File: src/source/capture_cfg.svh
`ifndef CAPTURE_CFG_SVH
`define CAPTURE_CFG_SVH

// adc sample and packed output word
`define SAMPLE_W      12
`define WORD_W        64

// 16 samples of 12 bits fill exactly 3 words of 64 bits
`define GROUP_SAMPLES 16
`define GROUP_WORDS   3

// register field widths
`define DOWNSAMPLE_W  13   // samples skipped between captured ones
`define SEGMENT_W     16
`define COUNT_W       32   // samples per segment

`endif
File: src/source/capture_pkg.sv
`include "capture_cfg.svh"

package capture_pkg;

    // encoding follows the capture status register of the full front end,
    // the presample states are not present here
    typedef enum logic [2:0] {
        st_idle         = 3'd0,
        st_triggered    = 3'd3,
        st_segment_done = 3'd4,
        st_done         = 3'd5
    } capture_state_t;

    typedef logic [`SAMPLE_W-1:0] sample_t;   // raw adc sample
    typedef logic [`WORD_W-1:0]   word_t;     // packed output word

endpackage

File: src/source/sample_bus_if.sv
`timescale 1ns/1ns

// sample stream from the sequencer to the packer, no back-pressure
interface sample_bus_if;
    import capture_pkg::*;

    logic    sample_valid;   // one-cycle strobe per sample
    sample_t sample;
    logic    filler;         // padding sample, packed as zero
    logic    restart;        // arm pulse, clears the packer

    modport source (
        output sample_valid, sample, filler, restart
    );

    modport sink (
        input sample_valid, sample, filler, restart
    );

endinterface

File: src/source/adc_capture_top.sv
`timescale 1ns/1ns
`include "capture_cfg.svh"

module adc_capture_top (
    input  logic                        adc_sampleclk,
    input  logic                        reset,
    input  capture_pkg::sample_t        adc_data_i,
    input  logic                        arm_i,
    input  logic                        capture_go_i,
    input  logic [`SEGMENT_W-1:0]       num_segments_i,
    input  logic [`COUNT_W-1:0]         max_samples_i,
    input  logic [`DOWNSAMPLE_W-1:0]    downsample_i,
    output capture_pkg::word_t          word_o,
    output logic                        word_valid_o,
    output logic                        armed_o,
    output logic                        capture_done_o,
    output logic                        capture_stop_o,
    output capture_pkg::capture_state_t state_o,
    output logic                        clip_error_o,
    output logic                        segment_error_o
);

    logic arm_pulse;
    logic trig_pulse;
    logic trig_level;

    sample_bus_if bus ();

    arm_trigger_decode u_decode (
        .adc_sampleclk  (adc_sampleclk),
        .reset          (reset),
        .arm_i          (arm_i),
        .capture_go_i   (capture_go_i),
        .capture_stop_i (capture_stop_o),   // stop disarms
        .arm_pulse_o    (arm_pulse),
        .trig_pulse_o   (trig_pulse),
        .trig_level_o   (trig_level),
        .armed_o        (armed_o)
    );

    segment_sequencer u_execute (
        .adc_sampleclk   (adc_sampleclk),
        .reset           (reset),
        .adc_data_i      (adc_data_i),
        .arm_pulse_i     (arm_pulse),
        .trig_pulse_i    (trig_pulse),
        .trig_level_i    (trig_level),
        .armed_i         (armed_o),
        .num_segments_i  (num_segments_i),
        .max_samples_i   (max_samples_i),
        .downsample_i    (downsample_i),
        .bus             (bus.source),
        .capture_stop_o  (capture_stop_o),
        .capture_done_o  (capture_done_o),
        .clip_error_o    (clip_error_o),
        .segment_error_o (segment_error_o),
        .state_o         (state_o)
    );

    word_packer u_result (
        .adc_sampleclk (adc_sampleclk),
        .reset         (reset),
        .bus           (bus.sink),
        .word_o        (word_o),
        .word_valid_o  (word_valid_o)
    );

endmodule

File: src/source/word_packer.sv
`timescale 1ns/1ns
`include "capture_cfg.svh"

module word_packer (
    input  logic               adc_sampleclk,
    input  logic               reset,
    sample_bus_if.sink         bus,
    output capture_pkg::word_t word_o,
    output logic               word_valid_o
);
    import capture_pkg::*;

    // word 0 takes 6 samples (5x12 + 4), words 1 and 2 take 5 each
    localparam int SHIFT_W = 6 * `SAMPLE_W;

    logic [SHIFT_W-1:0] shifter;
    logic [2:0]         sample_cnt;    // samples into the current word
    logic [1:0]         phase;         // word index within the group
    logic [1:0]         close_phase;   // phase of the word just closed
    logic               wide_valid;
    logic               close_word;
    sample_t            sample_in;

    assign sample_in  = bus.filler ? '0 : bus.sample;
    assign close_word = bus.sample_valid &&
                        (sample_cnt == ((phase == 2'd0) ? 3'd5 : 3'd4));

    always_ff @(posedge adc_sampleclk) begin
        if (bus.sample_valid)
            shifter <= {shifter[SHIFT_W-`SAMPLE_W-1:0], sample_in};   // oldest at top
    end

    always_ff @(posedge adc_sampleclk) begin
        if (reset || bus.restart) begin
            sample_cnt   <= '0;
            phase        <= '0;
            close_phase  <= '0;
            wide_valid   <= 1'b0;
            word_valid_o <= 1'b0;
        end else begin
            wide_valid   <= close_word;
            word_valid_o <= wide_valid;
            if (close_word) begin
                sample_cnt  <= '0;
                close_phase <= phase;
                if (phase == 2'(`GROUP_WORDS - 1))
                    phase <= '0;
                else
                    phase <= phase + 1'b1;
            end else if (bus.sample_valid) begin
                sample_cnt <= sample_cnt + 1'b1;
            end
        end
    end

    // pick the 64-bit window, the leftover bits stay for the next word
    always_ff @(posedge adc_sampleclk) begin
        if (wide_valid) begin
            case (close_phase)
                2'd0:    word_o <= shifter[SHIFT_W-1 -: `WORD_W];   // 8 bits left over
                2'd1:    word_o <= shifter[SHIFT_W-5 -: `WORD_W];   // 4 bits left over
                default: word_o <= shifter[`WORD_W-1:0];
            endcase
        end
    end

    // at least five samples go into each word
    assert property (@(posedge adc_sampleclk) disable iff (reset)
        word_valid_o |=> !word_valid_o);

endmodule

File: src/source/segment_sequencer.sv
`timescale 1ns/1ns
`include "capture_cfg.svh"

module segment_sequencer (
    input  logic                     adc_sampleclk,
    input  logic                     reset,
    input  capture_pkg::sample_t     adc_data_i,
    input  logic                     arm_pulse_i,
    input  logic                     trig_pulse_i,
    input  logic                     trig_level_i,
    input  logic                     armed_i,
    input  logic [`SEGMENT_W-1:0]    num_segments_i,
    input  logic [`COUNT_W-1:0]      max_samples_i,
    input  logic [`DOWNSAMPLE_W-1:0] downsample_i,
    sample_bus_if.source             bus,
    output logic                     capture_stop_o,
    output logic                     capture_done_o,
    output logic                     clip_error_o,
    output logic                     segment_error_o,
    output capture_pkg::capture_state_t state_o
);
    import capture_pkg::*;

    localparam int GROUP_W = $clog2(`GROUP_SAMPLES);

    capture_state_t           state_q;
    logic [`DOWNSAMPLE_W-1:0] ds_cnt;
    logic [`COUNT_W-1:0]      sample_cnt;
    logic [`COUNT_W-1:0]      sample_cnt_next;
    logic [`SEGMENT_W-1:0]    seg_cnt;     // completed segments
    logic [GROUP_W-1:0]       group_cnt;   // wraps at a full packing group
    logic [1:0]               done_cnt;
    logic                     segs_done;
    logic                     take_first;
    logic                     take;
    logic                     last_take;
    logic                     fill;

    assign segs_done = (seg_cnt >= num_segments_i);

    // a segment opens with the sample on the trigger pulse cycle
    assign take_first = trig_pulse_i &&
                        ((state_q == st_idle && armed_i) ||
                         (state_q == st_segment_done && !segs_done));
    assign take = !arm_pulse_i &&
                  (take_first || (state_q == st_triggered && ds_cnt == downsample_i));
    assign sample_cnt_next = sample_cnt + 1'b1;
    assign last_take = take && (sample_cnt_next >= max_samples_i);

    // pad the final packing group with zero samples
    assign fill = !arm_pulse_i && state_q == st_segment_done && segs_done &&
                  group_cnt != '0;

    assign bus.restart = arm_pulse_i;
    assign state_o     = state_q;

    always_ff @(posedge adc_sampleclk) begin
        if (reset || arm_pulse_i) begin   // arming aborts and starts over
            state_q          <= st_idle;
            ds_cnt           <= '0;
            sample_cnt       <= '0;
            seg_cnt          <= '0;
            group_cnt        <= '0;
            done_cnt         <= '0;
            capture_stop_o   <= 1'b0;
            capture_done_o   <= 1'b0;
            clip_error_o     <= 1'b0;
            segment_error_o  <= 1'b0;
            bus.sample_valid <= 1'b0;
            bus.filler       <= 1'b0;
        end else begin
            bus.sample_valid <= take || fill;
            bus.filler       <= fill;

            if (take_first || ds_cnt == downsample_i)
                ds_cnt <= '0;
            else
                ds_cnt <= ds_cnt + 1'b1;

            if (last_take)
                sample_cnt <= '0;
            else if (take)
                sample_cnt <= sample_cnt_next;

            if (take || fill)
                group_cnt <= group_cnt + 1'b1;

            if (take && (adc_data_i == '1 || adc_data_i == '0))
                clip_error_o <= 1'b1;   // sample at either rail
            if (state_q == st_triggered && trig_pulse_i)
                segment_error_o <= 1'b1;   // trigger came before the segment ended

            case (state_q)
                st_idle, st_triggered: begin
                    if (last_take) begin
                        seg_cnt <= seg_cnt + 1'b1;
                        state_q <= st_segment_done;
                    end else if (take_first) begin
                        state_q <= st_triggered;
                    end
                end
                st_segment_done: begin
                    if (last_take) begin
                        seg_cnt <= seg_cnt + 1'b1;   // one-sample segment
                    end else if (take_first) begin
                        state_q <= st_triggered;
                    end else if (segs_done && group_cnt == '0) begin
                        capture_stop_o <= 1'b1;
                        capture_done_o <= 1'b1;
                        done_cnt       <= '0;
                        state_q        <= st_done;
                    end
                end
                st_done: begin
                    if (done_cnt == 2'd3) begin
                        capture_stop_o <= 1'b0;
                        state_q        <= st_idle;
                    end else begin
                        done_cnt <= done_cnt + 1'b1;
                    end
                end
                default: state_q <= st_idle;
            endcase
        end
    end

    always_ff @(posedge adc_sampleclk) begin
        if (take)
            bus.sample <= adc_data_i;
    end

    assert property (@(posedge adc_sampleclk) disable iff (reset)
        bus.sample_valid |-> state_q != st_idle);

    assert property (@(posedge adc_sampleclk) disable iff (reset)
        bus.filler |-> segs_done);

endmodule

File: src/source/arm_trigger_decode.sv
`timescale 1ns/1ns

module arm_trigger_decode (
    input  logic adc_sampleclk,
    input  logic reset,
    input  logic arm_i,
    input  logic capture_go_i,
    input  logic capture_stop_i,
    output logic arm_pulse_o,
    output logic trig_pulse_o,
    output logic trig_level_o,
    output logic armed_o
);

    logic arm_r;
    logic go_r2;   // second trigger stage, trig_level_o is the first

    always_ff @(posedge adc_sampleclk) begin
        if (reset) begin
            arm_r        <= 1'b0;
            arm_pulse_o  <= 1'b0;
            trig_level_o <= 1'b0;
            go_r2        <= 1'b0;
            trig_pulse_o <= 1'b0;
            armed_o      <= 1'b0;
        end else begin
            arm_r        <= arm_i;
            arm_pulse_o  <= arm_i & ~arm_r;          // rising edge of arm
            trig_level_o <= capture_go_i;
            go_r2        <= trig_level_o;
            trig_pulse_o <= trig_level_o & ~go_r2;   // rising edge, two cycles late

            // a new arm wins over a stop seen in the same cycle
            if (arm_pulse_o)
                armed_o <= 1'b1;
            else if (capture_stop_i)
                armed_o <= 1'b0;
        end
    end

    // both pulses are single-cycle edge strobes
    assert property (@(posedge adc_sampleclk) disable iff (reset)
        arm_pulse_o |=> !arm_pulse_o);

    assert property (@(posedge adc_sampleclk) disable iff (reset)
        trig_pulse_o |=> !trig_pulse_o);

endmodule

File: config.mk
export PLATFORM = sky130hd
export DESIGN_NAME = adc_capture_top
export DESIGN_NICKNAME = d
export VERILOG_FILES = /design/src/source/capture_pkg.sv /design/src/source/sample_bus_if.sv /design/src/source/adc_capture_top.sv /design/src/source/word_packer.sv /design/src/source/segment_sequencer.sv /design/src/source/arm_trigger_decode.sv
export VERILOG_INCLUDE_DIRS = /design/src /design/src/source
export SDC_FILE = /design/constraint.sdc
export NUM_CORES = 1
export LEC_CHECK = 0
export ABC_AREA = 1
export BUFFER_PORTS_ARGS = -buffer_cell sky130_fd_sc_hd__buf_2
export CELL_PAD_IN_SITES_DETAIL_PLACEMENT = 0
export CELL_PAD_IN_SITES_GLOBAL_PLACEMENT = 1
export CORE_MARGIN = 10
export CORE_UTILIZATION = 45
export DETAILED_ROUTE_END_ITERATION = 10
export MAX_ROUTING_LAYER = met4
export PLACE_DENSITY_LB_ADDON = 0.12
export SLEW_MARGIN = 30
export SYNTH_ARGS = -nofsm -noshare
export SYNTH_HDL_FRONTEND = slang
export SYNTH_HIERARCHICAL = 1
export SYNTH_SLANG_ARGS = --single-unit
File: constraint.sdc
create_clock -name adc_sampleclk -period 4.2 [get_ports adc_sampleclk]
set_clock_uncertainty 0.15 [all_clocks]
set_input_delay 0.84 -clock adc_sampleclk [delete_from_list [all_inputs] [get_ports adc_sampleclk]]
set_output_delay 0.84 -clock adc_sampleclk [all_outputs]
set_load 0.05 [all_outputs]
==> flow_summary.json <==
{
  "synth_warnings": 6,
  "path_max_fanout": 14,
  "cts_htree_levels": 1,
  "synthesis.nets": 1399,
  "critPathBufInv": 3,
  "maxSlewHeadroom_pct": 45.2,
  "min_period_over_period_pct": 93.1,
  "hold-worst-slack_ns": 0.241,
  "nets": 1563,
  "synthesis.area_sq_mm": 0.0117,
  "grt_pass1_vias": 8726,
  "viasPerCell": 5.03,
  "grt_usage_pct": 16.2,
  "status": "complete, no violations",
  "end_kind": "flop",
  "tritoncts": "built",
  "cts_buffer_depth": 3,
  "crit-reg2reg-launch": "u_execute/sample_cnt[1]$_SDFFE_PP0P_",
  "yosysSeqAreaShare_pct": 53.7,
  "ios": 150,
  "critical_path_class": "flop to flop",
  "finalPower_mw": 5.23,
  "dp_hpwl_mm": 19.7,
  "antenna_cells": 0,
  "wirelength_mm": 26.7,
  "pre_cts_ws_ns": 0.105,
  "fin_ws_ns": 0.290,
  "r2r-end": "u_execute/seg_cnt[5]$_SDFFE_PP0P_",
  "coreArea_sq_mm": 0.0253,
  "wl_per_cell_um": 15.0,
  "cp_slowest_cell": "dfxtp_2",
  "worstPathArrival_ns": 4.17,
  "antenna_found_initial": 0,
  "timing.max_cap.violations": 0,
  "ys_types": 44,
  "fin_tns_setup_ns": 0,
  "gp_congestion": 0.880,
  "grt_first_pass_wirelength_mm": 43.8,
  "synth-edff-count": 148,
  "cts_made_buffers": 26,
  "syn_avg_cell_area_sq_um": 9.21,
  "dpl.cell_count": 1731,
  "detail-route-antenna-nets": 0,
  "max_clock_freq_mhz": 256,
  "grt_remaining_overflow": 0,
  "rsz0062_at_grt": "false",
  "die_area_sq_mm": 0.0328,
  "start_util_pct": 46.1,
  "fin_util_pct": 54.7,
  "crit_family": "simple AND/OR/NAND/NOR gates",
  "drc": 0,
  "reg2reg_depth": 25,
  "post_dp_cell_area_sq_mm": 0.0129,
  "port_buffers": 149,
  "area.growth.synth_to_final_pct": 18.8,
  "power_density_mw_per_mm2": 377,
  "hold_violations": 0,
  "rrSetupSlack_ns": 0.29,
  "drv_slew": 0,
  "drive_above_1_share_pct": 17.2,
  "synthArstFlopShare_pct": 0,
  "via_count": 8956,
  "clock_latency_ns": 0.53,
  "setup_viol": 0,
  "peakVddDrop_uv": 248,
  "cts-root-buf": "clkbuf_16",
  "ys_ff_latch": 239,
  "drt-pass1-iter-count": 5,
  "die_h_um": 181,
  "row_count": 58,
  "synth_ff_type": "edfxtp_1",
  "critical-path-max-stage-delay_ns": 0.36,
  "fin_crit_ns": 3.91,
  "layout.cells.non_filler": 1780,
  "cp.required_ns": 4.46,
  "leakage_nw": 5.94,
  "grt_max_degree": 65,
  "holdCritPathClass": "flop to flop",
  "worst_pin_slew_ns": 0.819,
  "syn_inst": 1267,
  "design_area_sq_mm": 0.0139,
  "cp-endpoint": "u_execute/seg_cnt[5]$_SDFFE_PP0P_",
  "cp-start-kind": "flop",
  "cp.depth": 25,
  "cp-startpoint": "u_execute/sample_cnt[1]$_SDFFE_PP0P_",
  "die_w_um": 181,
  "cts.sinks": 239,
  "path_clk_slew_ns": 0.06,
  "drtIter0Drc": 522
}
-- how the worst min path moves through the flow --
stage	endpoint	from	cells after the start
global route	u_decode/arm_pulse_o$_SDFF_PP0_	u_decode/arm_r$_SDFF_PP0_	1
floorplan	u_decode/arm_pulse_o$_SDFF_PP0_	u_decode/arm_r$_SDFF_PP0_	1
finish	u_decode/arm_pulse_o$_SDFF_PP0_	u_decode/arm_r$_SDFF_PP0_	1
detailed placement	u_decode/trig_pulse_o$_SDFF_PP0_	u_decode/go_r2$_SDFF_PP0_	1
CTS	u_decode/trig_pulse_o$_SDFF_PP0_	u_decode/go_r2$_SDFF_PP0_	1
global placement	u_decode/trig_pulse_o$_SDFF_PP0_	u_decode/go_r2$_SDFF_PP0_	1
-- cells in the mapped netlist, types with 9 or more instances --
| cell | n | area [sq um] |
|---|---|---|
| a21oi_1 | 76 | 380 |
| a22oi_1 | 18 | 135 |
| buf_2 | 24 | 120 |
| clkbuf_1 | 10 | 37.5 |
| dfxtp_1 | 91 | 1820 |
| edfxtp_1 | 148 | 4440 |
| ha_1 | 55 | 688 |
| inv_1 | 191 | 717 |
| nand2_1 | 248 | 931 |
| nand3_1 | 56 | 280 |
| nand4_1 | 28 | 175 |
| nor2_1 | 109 | 409 |
| nor3_1 | 25 | 125 |
| nor4_1 | 9 | 56.3 |
| o211ai_1 | 18 | 135 |
| o21ai_0 | 25 | 125 |
| o21ai_1 | 16 | 80.1 |
| o221ai_1 | 27 | 236 |
| xnor2_1 | 18 | 158 |
| xor2_1 | 28 | 245 |
-- worst reg2reg max path, stage by stage (launching register included) --
cell and delay [ns]:
dfxtp_2 0.36, ha_2 0.22, nand3_4 0.10, nor2_4 0.15, nand3_4 0.10, nor2_4 0.14, nand3_2 0.11, nor3_4 0.21
nand4_2 0.13, nor2_2 0.12, xnor2_1 0.14, clkinv_2 0.09, ha_1 0.28, nand2_1 0.05, nor2_1 0.08, nand2_1 0.08
nor3_1 0.18, buf_4 0.15, nand4_1 0.09, nand3_2 0.13, nand3_2 0.10, buf_12 0.17, nor2_1 0.17, nand2_1 0.09
o21ai_0 0.16, a21oi_1 0.06
-- cell type report --
cell class	count	area, sq um
Multi-Input combinational cell	794	4500
Timing Repair Buffer	174	1020
Sequential cell	239	6270
Fill cell	2343	11500
Clock inverter	14	200
Tap cell	330	413
Inverter	196	741
Clock buffer	33	718
-- registers in the layout (all words and copies together), names as in the netlist, 3 cells and up --
signal	flops
u_execute/ds_cnt	13
u_execute/state_o	3
u_execute/sample_cnt	32
u_execute/group_cnt	4
u_result/shifter	72
u_execute/seg_cnt	16
u_result/word_o	64
u_result/sample_cnt	3
u_execute/bus.sample	12
-- routing by layer --
metal	up-vias	track usage [%]	share of wire, %
met5	-	-	0
met2	237	25.7	46
li1	4608	-	-
met4	0	3.51	1.6
met3	39	2.34	5.1
met1	4072	21.5	48
-- cells in the final DEF (no fill, tap or decap), types with 4 or more instances in the layout --
master	netlist	layout
nand2_1	248	248
o221ai_1	27	27
nor3b_1	4	4
o211ai_1	18	18
xor2_1	28	28
nand3_1	56	55
nor2_1	109	109
nand4_1	28	28
or2_2	5	5
nor3_1	25	24
buf_4	1	19
a22oi_1	18	18
dfxtp_2	0	4
buf_2	24	149
inv_2	4	4
o21ai_0	25	25
dfxtp_1	91	86
buf_12	0	5
nor4_1	9	9
inv_1	191	190
bufinv_16	0	5
clkinv_2	1	4
clkbuf_1	10	4
xnor2_1	18	18
clkbuf_16	0	27
a21oi_1	76	76
ha_1	55	54
edfxtp_1	148	148
o21ai_1	16	16
-- kinds of logic after synthesis --
kind of cell | count (synthesis) | share of synthesized area (%)
compound gates | 190 | 9.99
xor+xnor | 46 | 3.45
fa+ha+maj | 55 | 5.90
buf+inv | 234 | 7.89
flops | 239 | 53.7
mux | 1 | 0.0858
simple gates | 502 | 19.0
-- power breakdown --
group	switching, mW	internal (mW)
registers	0.0249	2.50
logic	0.181	0.105
clock network	0.909	1.51
total	1.11	4.11
-- repair_timing --
| item | CTS | global route |
|---|---|---|
| setup buffers | 0 | 2 |
| resized for setup | 0 | 7 |
| hold buffers | 0 | 0 |
| setup endpoints to repair | 0 | 53 |
Power figures use the tool's default switching activity.
